===== config.mk =====
export PLATFORM = sky130hd
export DESIGN_NAME = fpAdder
export DESIGN_NICKNAME = d
export VERILOG_FILES = /design/src/hw/fpAddPkg.sv /design/src/hw/fpSpecialCase.sv /design/src/hw/fpAlignAdd.sv /design/src/hw/fpNormalize.sv /design/src/hw/fpAdder.sv
export VERILOG_INCLUDE_DIRS = /design/src /design/src/hw
export SDC_FILE = /design/constraint.sdc
export NUM_CORES = 1
export LEC_CHECK = 0
export BUFFER_PORTS_ARGS = -buffer_cell sky130_fd_sc_hd__buf_4
export CAP_MARGIN = 40
export CORE_ASPECT_RATIO = 0.8
export CORE_MARGIN = 2
export CORE_UTILIZATION = 50
export CTS_CLUSTER_DIAMETER = 150
export CTS_CLUSTER_SIZE = 8
export DETAILED_ROUTE_END_ITERATION = 10
export PLACE_DENSITY = 0.71
export SYNTH_ARGS = -nofsm -noshare
export SYNTH_HDL_FRONTEND = slang
export SYNTH_SLANG_ARGS = --single-unit

===== constraint.sdc =====
create_clock -name clk -period 8.75 [get_ports clk]
set_input_delay 0.875 -clock clk [delete_from_list [all_inputs] [get_ports clk]]
set_output_delay 0.875 -clock clk [all_outputs]
set_load 0.03 [all_outputs]

===== src/hw/fpAdd_macros.svh =====
// Single-precision format constants
`ifndef FP_ADD_MACROS_SVH
`define FP_ADD_MACROS_SVH

// Field widths of an IEEE 754 single-precision word
`define FP_EXP_WIDTH 8
`define FP_MAN_WIDTH 23

// Whole word and significand with the hidden 1
`define FP_WIDTH (1 + `FP_EXP_WIDTH + `FP_MAN_WIDTH)
`define FP_SIG_WIDTH (`FP_MAN_WIDTH + 1)

// All-ones exponent marks infinity or NaN
`define FP_EXP_MAX 8'd255

// Invalid-operation result, positive sign and full mantissa
`define FP_QNAN 32'h7FFFFFFF

`endif


===== src/hw/fpAddPkg.sv =====
// Floating-point adder types
`include "fpAdd_macros.svh"

package fpAddPkg;

    // Kinds of value a single-precision word can hold
    typedef enum logic [1:0]
    {
        classZero   = 2'b00,   // Zero, subnormals flushed here too
        classNormal = 2'b01,
        classInf    = 2'b10,
        classNaN    = 2'b11
    } fpClass;

    // Subtraction is addition with B's sign flipped
    typedef enum logic
    {
        opAdd = 1'b0,
        opSub = 1'b1
    } fpOp;

    // Class of a packed word
    function automatic fpClass classify(input logic [`FP_WIDTH-1:0] word);
        logic [`FP_EXP_WIDTH-1:0] exponent;
        logic [`FP_MAN_WIDTH-1:0] mantissa;
        fpClass kind;
        exponent = word[`FP_WIDTH-2:`FP_MAN_WIDTH];
        mantissa = word[`FP_MAN_WIDTH-1:0];
        if (exponent == '0)
            kind = classZero;
        else if (exponent == `FP_EXP_MAX)
            kind = (mantissa != '0) ? classNaN : classInf;
        else
            kind = classNormal;
        return kind;
    endfunction

endpackage


===== src/hw/fpSpecialCase.sv =====
// NaN and infinity result selection
`timescale 1ns/1ps
`include "fpAdd_macros.svh"

module fpSpecialCase
(
    input  logic [`FP_WIDTH-1:0] a,
    input  logic [`FP_WIDTH-1:0] b,
    input  fpAddPkg::fpOp        op,
    output logic                 isSpecial,
    output logic [`FP_WIDTH-1:0] specialResult
);

    logic [`FP_WIDTH-1:0] bEffective;   // B with the operation folded into its sign
    fpAddPkg::fpClass     classA;
    fpAddPkg::fpClass     classB;
    logic                 aIsInf;
    logic                 bIsInf;
    logic                 anyNaN;

    always_comb
    begin
        bEffective = {b[`FP_WIDTH-1] ^ (op == fpAddPkg::opSub), b[`FP_WIDTH-2:0]};

        classA = fpAddPkg::classify(a);
        classB = fpAddPkg::classify(bEffective);

        aIsInf = (classA == fpAddPkg::classInf);
        bIsInf = (classB == fpAddPkg::classInf);
        anyNaN = (classA == fpAddPkg::classNaN) || (classB == fpAddPkg::classNaN);

        // Arithmetic path result is only overridden by Inf or NaN
        isSpecial = anyNaN || aIsInf || bIsInf;

        // A's NaN has priority
        if (classA == fpAddPkg::classNaN)
            specialResult = a;
        else if (classB == fpAddPkg::classNaN)
            specialResult = b;                      // B's NaN passes unchanged
        else if (aIsInf && bIsInf)
        begin
            // Opposite infinities have no defined sum
            if (a[`FP_WIDTH-1] == bEffective[`FP_WIDTH-1])
                specialResult = a;
            else
                specialResult = `FP_QNAN;
        end
        else if (aIsInf)
            specialResult = a;
        else if (bIsInf)
            specialResult = bEffective;             // Sign follows the operation
        else
            specialResult = '0;                     // Unused, arithmetic path wins
    end

endmodule


===== src/hw/fpAlignAdd.sv =====
// Operand alignment and mantissa add stage
`timescale 1ns/1ps
`include "fpAdd_macros.svh"

module fpAlignAdd
(
    input  logic                     clk,
    input  logic                     reset,
    input  logic                     valid,
    input  logic [`FP_WIDTH-1:0]     a,
    input  logic [`FP_WIDTH-1:0]     b,
    input  fpAddPkg::fpOp            op,
    output logic                     alignedSign,
    output logic [`FP_EXP_WIDTH-1:0] exponentOut,
    output logic [`FP_SIG_WIDTH-1:0] alignedResult,
    output logic                     carryOut,
    output logic                     guardBit,
    output logic                     roundBit,
    output logic                     stickyBit
);

    // Significand plus room for every bit a capped shift can push out
    localparam int extWidth = 2 * `FP_SIG_WIDTH + 2;
    localparam logic [`FP_EXP_WIDTH-1:0] maxShift = `FP_SIG_WIDTH + 2;

    logic                     signA, signB;
    logic [`FP_EXP_WIDTH-1:0] expA, expB;
    logic [`FP_SIG_WIDTH-1:0] sigA, sigB;
    logic                     swap;
    logic                     signLarge, signSmall;
    logic [`FP_EXP_WIDTH-1:0] expLarge, expSmall;
    logic [`FP_SIG_WIDTH-1:0] sigLarge, sigSmall;
    logic [`FP_EXP_WIDTH-1:0] shiftAmount;
    logic [extWidth-1:0]      shiftedSmall;
    logic [`FP_SIG_WIDTH-1:0] alignedSmall;
    logic                     guardNext, roundNext, stickyNext;
    logic [`FP_SIG_WIDTH:0]   sumWide;
    logic [`FP_SIG_WIDTH+2:0] diffWide;          // Difference with G, R, S below it
    logic                     effectiveSub;

    always_comb
    begin
        signA = a[`FP_WIDTH-1];
        signB = b[`FP_WIDTH-1] ^ (op == fpAddPkg::opSub);
        expA = a[`FP_WIDTH-2:`FP_MAN_WIDTH];
        expB = b[`FP_WIDTH-2:`FP_MAN_WIDTH];

        // Flush subnormals, restore the hidden 1 otherwise
        sigA = (expA == '0) ? '0 : {1'b1, a[`FP_MAN_WIDTH-1:0]};
        sigB = (expB == '0) ? '0 : {1'b1, b[`FP_MAN_WIDTH-1:0]};

        // Larger magnitude goes first
        swap = {expB, sigB} > {expA, sigA};
        if (swap)
        begin
            {signLarge, expLarge, sigLarge} = {signB, expB, sigB};
            {signSmall, expSmall, sigSmall} = {signA, expA, sigA};
        end
        else
        begin
            {signLarge, expLarge, sigLarge} = {signA, expA, sigA};
            {signSmall, expSmall, sigSmall} = {signB, expB, sigB};
        end

        // Beyond maxShift everything already lands in sticky
        shiftAmount = ((expLarge - expSmall) > maxShift) ? maxShift : (expLarge - expSmall);
        shiftedSmall = {sigSmall, {(extWidth - `FP_SIG_WIDTH){1'b0}}} >> shiftAmount;

        alignedSmall = shiftedSmall[extWidth-1 -: `FP_SIG_WIDTH];
        guardNext = shiftedSmall[`FP_SIG_WIDTH+1];
        roundNext = shiftedSmall[`FP_SIG_WIDTH];
        stickyNext = |shiftedSmall[`FP_SIG_WIDTH-1:0];

        effectiveSub = signLarge ^ signSmall;
        sumWide = {1'b0, sigLarge} + {1'b0, alignedSmall};
        diffWide = {sigLarge, 3'b000} - {alignedSmall, guardNext, roundNext, stickyNext};
    end

    always_ff @(posedge clk)
    begin
        if (reset)
        begin
            alignedSign <= 1'b0;
            exponentOut <= '0;
            alignedResult <= '0;
            carryOut <= 1'b0;
            guardBit <= 1'b0;
            roundBit <= 1'b0;
            stickyBit <= 1'b0;
        end
        else if (valid)
        begin
            alignedSign <= signLarge;           // Larger operand sets the sign
            exponentOut <= expLarge;
            if (effectiveSub)
            begin
                alignedResult <= diffWide[`FP_SIG_WIDTH+2:3];
                carryOut <= 1'b0;               // Never carries, large minus small
                {guardBit, roundBit, stickyBit} <= diffWide[2:0];
            end
            else
            begin
                alignedResult <= sumWide[`FP_SIG_WIDTH-1:0];
                carryOut <= sumWide[`FP_SIG_WIDTH];
                {guardBit, roundBit, stickyBit} <= {guardNext, roundNext, stickyNext};
            end
        end
    end

endmodule


===== src/hw/fpNormalize.sv =====
// Result normalization and rounding
`timescale 1ns/1ps
`include "fpAdd_macros.svh"

module fpNormalize
(
    input  logic                     alignedSign,
    input  logic [`FP_EXP_WIDTH-1:0] exponentOut,
    input  logic [`FP_SIG_WIDTH-1:0] alignedResult,
    input  logic                     carryOut,
    input  logic                     guardBit,
    input  logic                     roundBit,
    input  logic                     stickyBit,
    input  logic                     isSpecial,
    input  logic [`FP_WIDTH-1:0]     specialResult,
    output logic [`FP_WIDTH-1:0]     normalizedWord,
    output fpAddPkg::fpClass         normalizedClass
);

    logic [4:0]                 leadingZeros;
    logic [`FP_SIG_WIDTH+2:0]   extended;       // Sum followed by G, R, S
    logic [`FP_SIG_WIDTH+2:0]   shifted;
    logic [`FP_SIG_WIDTH-1:0]   preMantissa;
    logic [`FP_EXP_WIDTH+1:0]   preExponent;    // Two spare bits for overflow
    logic                       preGuard, preSticky;
    logic                       zeroSum, underflow, roundUp;
    logic [`FP_SIG_WIDTH:0]     rounded;
    logic [`FP_MAN_WIDTH-1:0]   finalMantissa;
    logic [`FP_EXP_WIDTH+1:0]   finalExponent;
    logic [`FP_WIDTH-1:0]       arithWord;

    // Highest set bit wins, all zeros gives 24
    function automatic logic [4:0] countLeadingZeros(input logic [`FP_SIG_WIDTH-1:0] value);
        logic [4:0] count;
        count = 5'(`FP_SIG_WIDTH);
        for (int i = 0; i < `FP_SIG_WIDTH; i++)
            if (value[i])
                count = 5'(`FP_SIG_WIDTH - 1 - i);
        return count;
    endfunction

    always_comb
    begin
        leadingZeros = countLeadingZeros(alignedResult);
        extended = {alignedResult, guardBit, roundBit, stickyBit};
        shifted = extended << leadingZeros;

        zeroSum = !carryOut && (extended == '0);
        underflow = !carryOut && ({2'b00, exponentOut} <= {5'b00000, leadingZeros});

        if (carryOut)
        begin
            // Shift right once, dropped bit becomes guard
            preMantissa = {1'b1, alignedResult[`FP_SIG_WIDTH-1:1]};
            preGuard = alignedResult[0];
            preSticky = guardBit | roundBit | stickyBit;
            preExponent = {2'b00, exponentOut} + 10'd1;
        end
        else
        begin
            preMantissa = shifted[`FP_SIG_WIDTH+2:3];
            preGuard = shifted[2];
            preSticky = |shifted[1:0];
            preExponent = {2'b00, exponentOut} - {5'b00000, leadingZeros};
        end

        // Round to nearest, ties to even
        roundUp = preGuard & (preSticky | preMantissa[0]);
        rounded = {1'b0, preMantissa} + {{`FP_SIG_WIDTH{1'b0}}, roundUp};
        if (rounded[`FP_SIG_WIDTH])
        begin
            finalMantissa = rounded[`FP_SIG_WIDTH-1:1];   // All-ones rolled over to 1.0
            finalExponent = preExponent + 10'd1;
        end
        else
        begin
            finalMantissa = rounded[`FP_MAN_WIDTH-1:0];
            finalExponent = preExponent;
        end

        if (zeroSum)
            arithWord = '0;                                 // Exact cancellation is +0
        else if (underflow)
            arithWord = {alignedSign, {(`FP_WIDTH-1){1'b0}}};
        else if (finalExponent >= {2'b00, `FP_EXP_MAX})
            arithWord = {alignedSign, `FP_EXP_MAX, {`FP_MAN_WIDTH{1'b0}}};
        else
            arithWord = {alignedSign, finalExponent[`FP_EXP_WIDTH-1:0], finalMantissa};

        normalizedWord = isSpecial ? specialResult : arithWord;
        normalizedClass = fpAddPkg::classify(normalizedWord);
    end

endmodule


===== src/hw/fpAdder.sv =====
// Pipelined single-precision adder
`timescale 1ns/1ps
`include "fpAdd_macros.svh"

module fpAdder
(
    input  logic                 clk,
    input  logic                 reset,
    input  logic                 start,
    input  fpAddPkg::fpOp        op,
    input  logic [`FP_WIDTH-1:0] a,
    input  logic [`FP_WIDTH-1:0] b,
    output logic                 done,
    output logic [`FP_WIDTH-1:0] result,
    output fpAddPkg::fpClass     resultClass
);

    fpAddPkg::fpOp            opReg;
    logic [`FP_WIDTH-1:0]     aReg, bReg;
    logic                     validStage1, validStage2;

    logic                     isSpecial, isSpecialReg;
    logic [`FP_WIDTH-1:0]     specialResult, specialResultReg;

    logic                     alignedSign;
    logic [`FP_EXP_WIDTH-1:0] exponentOut;
    logic [`FP_SIG_WIDTH-1:0] alignedResult;
    logic                     carryOut, guardBit, roundBit, stickyBit;

    logic [`FP_WIDTH-1:0]     normalizedWord;
    fpAddPkg::fpClass         normalizedClass;

    // Valid bit follows each operand pair
    always_ff @(posedge clk)
    begin
        if (reset)
        begin
            validStage1 <= 1'b0;
            validStage2 <= 1'b0;
            done <= 1'b0;
        end
        else
        begin
            validStage1 <= start;
            validStage2 <= validStage1;
            done <= validStage2;                    // One-cycle pulse per item
        end
    end

    always_ff @(posedge clk)
    begin
        if (start)
        begin
            opReg <= op;
            aReg <= a;
            bReg <= b;
        end
        if (validStage1)
        begin
            isSpecialReg <= isSpecial;              // Kept in step with fpAlignAdd outputs
            specialResultReg <= specialResult;
        end
    end

    fpSpecialCase specialCase_i (.a(aReg), .b(bReg), .op(opReg), .isSpecial(isSpecial),
        .specialResult(specialResult));

    fpAlignAdd alignAdd_i (.clk(clk), .reset(reset), .valid(validStage1), .a(aReg), .b(bReg),
        .op(opReg), .alignedSign(alignedSign), .exponentOut(exponentOut),
        .alignedResult(alignedResult), .carryOut(carryOut), .guardBit(guardBit),
        .roundBit(roundBit), .stickyBit(stickyBit));

    fpNormalize normalize_i (.alignedSign(alignedSign), .exponentOut(exponentOut),
        .alignedResult(alignedResult), .carryOut(carryOut), .guardBit(guardBit),
        .roundBit(roundBit), .stickyBit(stickyBit), .isSpecial(isSpecialReg),
        .specialResult(specialResultReg), .normalizedWord(normalizedWord),
        .normalizedClass(normalizedClass));

    // Output registers, zero until the first result
    always_ff @(posedge clk)
    begin
        if (reset)
        begin
            result <= '0;
            resultClass <= fpAddPkg::classZero;
        end
        else if (validStage2)
        begin
            result <= normalizedWord;
            resultClass <= normalizedClass;
        end
    end

endmodule


# Word level (Yosys, flattened, before mapping)

Index checks and enable logic that the tools add are counted.

Add/subtract/negate cells: 7
Magnitude comparators: 4
Equal/unequal tests: 8
Shifts and indexed selects: 2
Mux-type cells: 63
Bitwise gates (word level): 6
Reductions and logical operators: 16

Operator list:

| operator                                              | count |
|---|---|
| two-way mux 32 bit                                    | 8 |
| two-way mux 24 bit                                    | 6 |
| two-way mux 5 bit                                     | 16 |
| nonzero test 23 bit                                   | 3 |
| two-way mux 31 bit                                    | 2 |
| right shift 50 x 8 -> 50 bit                          | 1 |
| greater-than comparator 32 bit                        | 1 |
| two-way mux 4 bit                                     | 8 |
| zero test 27 bit                                      | 1 |
| << shifter 27 x 5 -> 27 bit                           | 1 |
| subtractor 27 bit                                     | 1 |
| adder 24 x 1 -> 25 bit                                | 1 |
| adder 24 x 24 -> 25 bit                               | 1 |
| equality test 8 bit (second input constant)           | 3 |
| zero test 8 bit                                       | 3 |
| two-way mux 8 bit                                     | 3 |
| OR reduction 24 bit                                   | 1 |
| two-way mux 23 bit                                    | 1 |
| two-way mux 10 bit                                    | 2 |
| two-way mux 2 bit                                     | 6 |
| two-way mux 1 bit                                     | 11 |
| adder 10 x 1 -> 10 bit (second input constant)        | 1 |
| >= comparator 10 x 8 -> 1 bit (second input constant) | 1 |
| adder 8 x 1 -> 9 bit (second input constant)          | 1 |
| other kinds (13)                                      | 23 |

Flip-flop bits (word level): 172
Output and inout bits: 35
Logic and storage cells: 123

# Logic depth before layout (Yosys ltp)

Word-level depth: 40
Mapped depth: 53
Depth with buffers taken out: 48

# By module

Synthesis repeated with hierarchy kept, for this count alone.

Cells, all modules: 2187
Area total of the unflattened synthesis: 17327.9 µm²

Modules (own cells, without submodules):

| module        | instances | cells each | area an instance (µm²) |
|---|---|---|---|
| fpAlignAdd    | 1         | 1204       | 8135.3 |
| fpAdder       | 1         | 214        | 4261.6 |
| fpNormalize   | 1         | 643        | 4176.5 |
| fpSpecialCase | 1         | 126        | 754.5 |

# Worst setup path after synthesis

OpenSTA, ideal clock, no wires.

Path kind: flip-flop to flip-flop
Start point: register bReg[28]
End point: register alignAdd_i.alignedResult[21]
Setup time: 0.096 ns
Arrival: 9.000 ns
Slack: -0.346 ns
Cell stages (with the launch flop): 48
Buffers on the path: 7
Clock period less this slack: 9.096 ns
Path through: edfxtp_1 > clkbuf_1 > nor4_1 > nand2_1 > clkbuf_1 > and2_1 > ha_1 > a41oi_1 > o21ai_0 > a221o_1 > or2_4 > o31ai_2 > nor2_1 > nor2b_1 > ha_1 > clkbuf_1 > nand2_1 > and3_1 > (+12 left out) > a21o_1 > a21o_1 > a21oi_1 > o21bai_1 > a21oi_1 > o21bai_1 > a21oi_1 > o21bai_1 > a21oi_1 > o21ai_0 > a2111oi_0 > o41ai_1 > a21oi_1 > nor2_1 > o21ai_0 > a21oi_1 > o21ai_0 > nor4b_1

Word-level cells in the longest chain between the ends: 11
Elaborated cells between the ends (all ways): 18

Ends and longest elaborated chain:

| element                                | line              | RTL |
|---|---|---|
| from (decl)                            | fpAdder.sv:19     | `` logic [`FP_WIDTH-1:0] aReg, bReg; `` |
| from (signal assigned)                 | fpAdder.sv:56     | `bReg <= b;` |
| zero test 8 bit                        | fpAlignAdd.sv:50  | `` sigB = (expB == '0) ? '0 : {1'b1, b[`FP_MAN_WIDTH-1:0]}; `` |
| two-way mux 24 bit                     | fpAlignAdd.sv:50  |  |
| greater-than comparator 32 bit         | fpAlignAdd.sv:53  | `swap = {expB, sigB} > {expA, sigA};` |
| two-way mux 8 bit                      | fpAlignAdd.sv:54  | `if (swap)` |
| subtractor 8 bit                       | fpAlignAdd.sv:66  | `shiftAmount = ((expLarge - expSmall) > maxShift) ? maxShift : (expLarge - expSmall);` |
| greater-than comparator 8 x 5 -> 1 bit | fpAlignAdd.sv:66  |  |
| two-way mux 8 bit                      | fpAlignAdd.sv:66  |  |
| right shift 50 x 8 -> 50 bit           | fpAlignAdd.sv:67  | `` shiftedSmall = {sigSmall, {(extWidth - `FP_SIG_WIDTH){1'b0}}} >> shiftAmount; `` |
| OR reduction 24 bit                    | fpAlignAdd.sv:72  | `` stickyNext = \|shiftedSmall[`FP_SIG_WIDTH-1:0]; `` |
| subtractor 27 bit                      | fpAlignAdd.sv:76  | `diffWide = {sigLarge, 3'b000} - {alignedSmall, guardNext, roundNext, stickyNext};` |
| two-way mux 24 bit *                   | fpAlignAdd.sv:95  | `if (effectiveSub)` |
| to (signal assigned)                   | fpAlignAdd.sv:97  | `` alignedResult <= diffWide[`FP_SIG_WIDTH+2:3]; `` |
| to (signal assigned)                   | fpAlignAdd.sv:103 | `` alignedResult <= sumWide[`FP_SIG_WIDTH-1:0]; `` |
| to (decl)                              | fpAlignAdd.sv:15  | `` output logic [`FP_SIG_WIDTH-1:0] alignedResult, `` |

Mark *: on every way between the ends. The rest lies on a longest branch, timed or not.
A chain may end at the register's enable or synchronous reset.

# Worst setup path in the final report

Start point: register bReg[26]
End point: register alignAdd_i.alignedResult[20]

Same word-level chain as after synthesis.

==> metrics.md <==
| Metric | Value |
|---|---|
| Die height | 171.3 microns |
| Slew Viols, Final | 0 |
| Slew HR | between 30 and 40% |
| Die X | around 210 microns |
| # diodes | 0 |
| PwrDens | between 200 and 300 nW/um^2 |
| Routed Antenna Nets | 0 |
| Final Hold Vio Count | 0 |
| Post-synthesis instance area | 17490 sq um |
| Fmax | about 110 MHz |
| # rows | 61 |
| DRT Pass-1 Iters | 7 |
| Fin cells | 3139 |
| Post-layout nets | 2815 |
| Layout cell share with drive strength beyond 1 | 27.33% |
| Sum Neg Setup Slack | -1.709 ns |
| Post-synth EDFFs | 98 |
| Main flop type after synthesis | edfxtp_1 |
| Total of max-cap violations | 0 |
| Routed vias/inst | 6.557 |
| Part of the cycle the worst path needs | 104.0% |
| Drt wl/cell | 23.38 microns |
| Sink Count | 172 |
| Initial Util | 50.60% |
| Synth top cells by count | 284 x nand2_1, 281 x nor2_1, 197 x a21oi_1 |
| Hold Crit Class | reg -> reg |
| Synth cell types | 123 |
| Initial antenna violation count | 1 |
| Failing checks | negative setup slack |
| Most frequent CP cell | a21oi_1 |
| Vias in the first global route | 18435 |
| Delay-heaviest family, CP | compound AO/OA/AOI/OAI gates |
| Avg Cell Area, Syn | 7.583 sq um |
| Fraction of registers with async set/reset | 0% |
| Residual DRC | 0 |
| Crit-path max FO | 7 |
| Final setup viols | 8 |
| CP endpoint kind | flop |
| WS Path Type | reg -> reg |
| GRT Util Overall | roughly two fifths |
| HPWL after DPL | ~56 mm |
| Most numerous cell in the Yosys netlist | nand2_1 |
| Core ar. | 34570 sq um |
| Dpl cells | 3060 |
| Fin worst setup slack | -0.3473 ns |
| Die area | 36510 sq um |
| DRT iter0 DRCs | 3262 |
| Worst endpoint data arrival time | 9.43 ns |
| RSZ-0062 raised after global routing | true |
| CP max stage delay | 0.58 ns |
| Buf/Inv on CP | 5 |
| Worst vdd ir | 0.1793 mV |
| Top post-synthesis cells by area | edfxtp_1 17%, dfxtp_1 8.5%, ha_1 6.5%, nand2_1 6.1%, nor2_1 6.0% |
| Largest net degree at the start of global routing | 84 |
| Slew @ Worst Pin | ~1.0 ns |
| Final Wtd Congestion | ~1.1 |
| Register bit total from synthesis | 172 |
| Final hold slack | 0.4854 ns |
| Slowest CP cell | or4b_4 |
| Routed wire length | 73.39 mm |
| Sequential cell area fraction in the yosys report | 25.29% |
| Clk_lat worst skew | 0.46 ns |
| IO Count | 103 |
| Clock slew at reported path FFs | around 0.070 ns |
| YS warnings | 0 |
| Synthesized Nets | between 2000 and 2500 |
| Static leakage | 9.032 nW |
| CTS tree | built |
| H-tree depth | 4 |
| Outcome | finished with violations |
| IO Port Bufs | 102 |
| Post-synth top area share | 16.82% |
| Global-route wire length before repair | 108.1 mm |
| GRT Residual Overflow | 0 |
| Clock skew | around 0.011 ns |
| Area added between synthesis and finish | 29.75% |
| Cells after Synth | approximately 2300 |
| Fillers | 2984 |
| CTS Buf Count | 17 |
| Tmin final | 9.097 ns |
| Largest area contributor in the synthesized netlist | edfxtp_1 |
| Clock Path Buffers | 2 |
| Root Buffer | clkbuf_16 |
| CP Launch Type | flop |
| DR vias | 20582 |
| Worst Path Required | 9.08 ns |
## where the power goes
group / leakage [nW] / internal [mW] / total, mW / switching (mW)
Clock: 0.273 / 0.376 / 0.733 / 0.357
Combinational: 7.25 / 1.57 / 3.97 / 2.40
Sequential: 1.51 / 0.922 / 1.03 / 0.112
Total: 9.03 / 2.87 / 5.74 / 2.87
## worst paths after layout
path,to,slack (ns),startpoint,cells after the start
min reg2reg,resultClass[1]$_SDFFE_PP0P_,0.49,resultClass[1]$_SDFFE_PP0P_,2
max reg2reg,alignAdd_i.alignedResult[20]$_SDFFE_PP0P_,-0.35,bReg[26]$_DFFE_PP_,43
min,resultClass[1]$_SDFFE_PP0P_,0.49,resultClass[1]$_SDFFE_PP0P_,2
max,alignAdd_i.alignedResult[20]$_SDFFE_PP0P_,-0.35,bReg[26]$_DFFE_PP_,43
## stage by stage
stage / setup WS [ns] / cell area, sq um / util [%] / power, mW
after floorplan: 0.01043 / 17550 / - / 3.246
after global placement: -0.3671 / 20810 / 60.20 / 4.538
after detailed placement: -0.7185 / 20850 / 60.30 / 4.556
after CTS: -0.1739 / 21780 / 63.00 / 5.404
after global routing: -0.8069 / 22700 / 65.65 / 5.991
final: -0.3473 / 22700 / 65.65 / 5.735
## placed cells by master, fill, tap and decap left out, drive strengths merged, types with 19 or more instances in the layout
cell,n
a211oi,65
a21oi,198
a311oi,24
a31oi,27
and2,45
buf,471
clkbuf,20
dfxtp,74
edfxtp,98
ha,91
inv,111
mux2i,45
nand2,286
nand2b,24
nand3,52
nand4,33
nor2,285
nor2b,21
nor3,62
nor4,45
o211ai,20
o21a,19
o21ai,158
o22ai,24
xnor2,43
## sequential cells by signal, indices dropped and copies added, names as in the netlist
register	flops
aReg	32
alignAdd_i.alignedResult	24
alignAdd_i.alignedSign	1
alignAdd_i.carryOut	1
alignAdd_i.exponentOut	8
alignAdd_i.guardBit	1
alignAdd_i.roundBit	1
alignAdd_i.stickyBit	1
bReg	32
done	1
isSpecialReg	1
opReg	1
result	32
resultClass	2
specialResultReg	32
validStage1	1
validStage2	1
## cell type report
type	instances	area, sq um	share of cell area, %
Clock inverter	14	130.1	0.5733
Tap cell	472	590.6	2.602
Clock buffer	18	429.2	1.891
Timing Repair Buffer	475	3754	16.54
Inverter	103	386.6	1.703
Sequential cell	172	4429	19.51
Multi-Input combinational cell	1885	12980	57.18
## timing repair
action,CTS,global route
buffers inserted,19,24
resized for setup,52,116
hold buffers,0,0
setup endpoints to repair,11,15
gates cloned,1,3
pin swaps,26,100
## worst reg2reg max path, delay by kind of cell (launching register included)
family / cells / cell delay (ns)
AOI/OAI and AO/OA: 23 / 4.06
and+or+nand+nor: 11 / 2.78
buffers and inverters: 5 / 0.76
adders and majority gates: 2 / 0.62
DFF: 1 / 0.42
muxes: 1 / 0.22
xor gates and xnor gates: 1 / 0.15
## logic make-up (layout without fill, tap and decap cells)
| family | after synthesis | after routing | share of synthesized area, % |
|---|---|---|---|
| muxes | 66 | 66 | 4.828 |
| adders and majority gates | 93 | 93 | 6.738 |
| buffers and inverters | 251 | 610 | 5.922 |
| and+or+nand+nor | 931 | 932 | 25.89 |
| AOI/OAI and AO/OA | 737 | 737 | 28.33 |
| DFF | 172 | 172 | 25.29 |
| xor gates and xnor gates | 57 | 57 | 3.004 |
## metal layers
layer	vias to the layer above	global-route usage (%)	routed length (microns)
li1	9265	-	-
met1	9714	58.11	31880
met2	1409	55.73	30250
met3	192	8.198	9030
met4	2	10.34	2215
met5	-	0	13
Power figures use the tool's default switching activity.
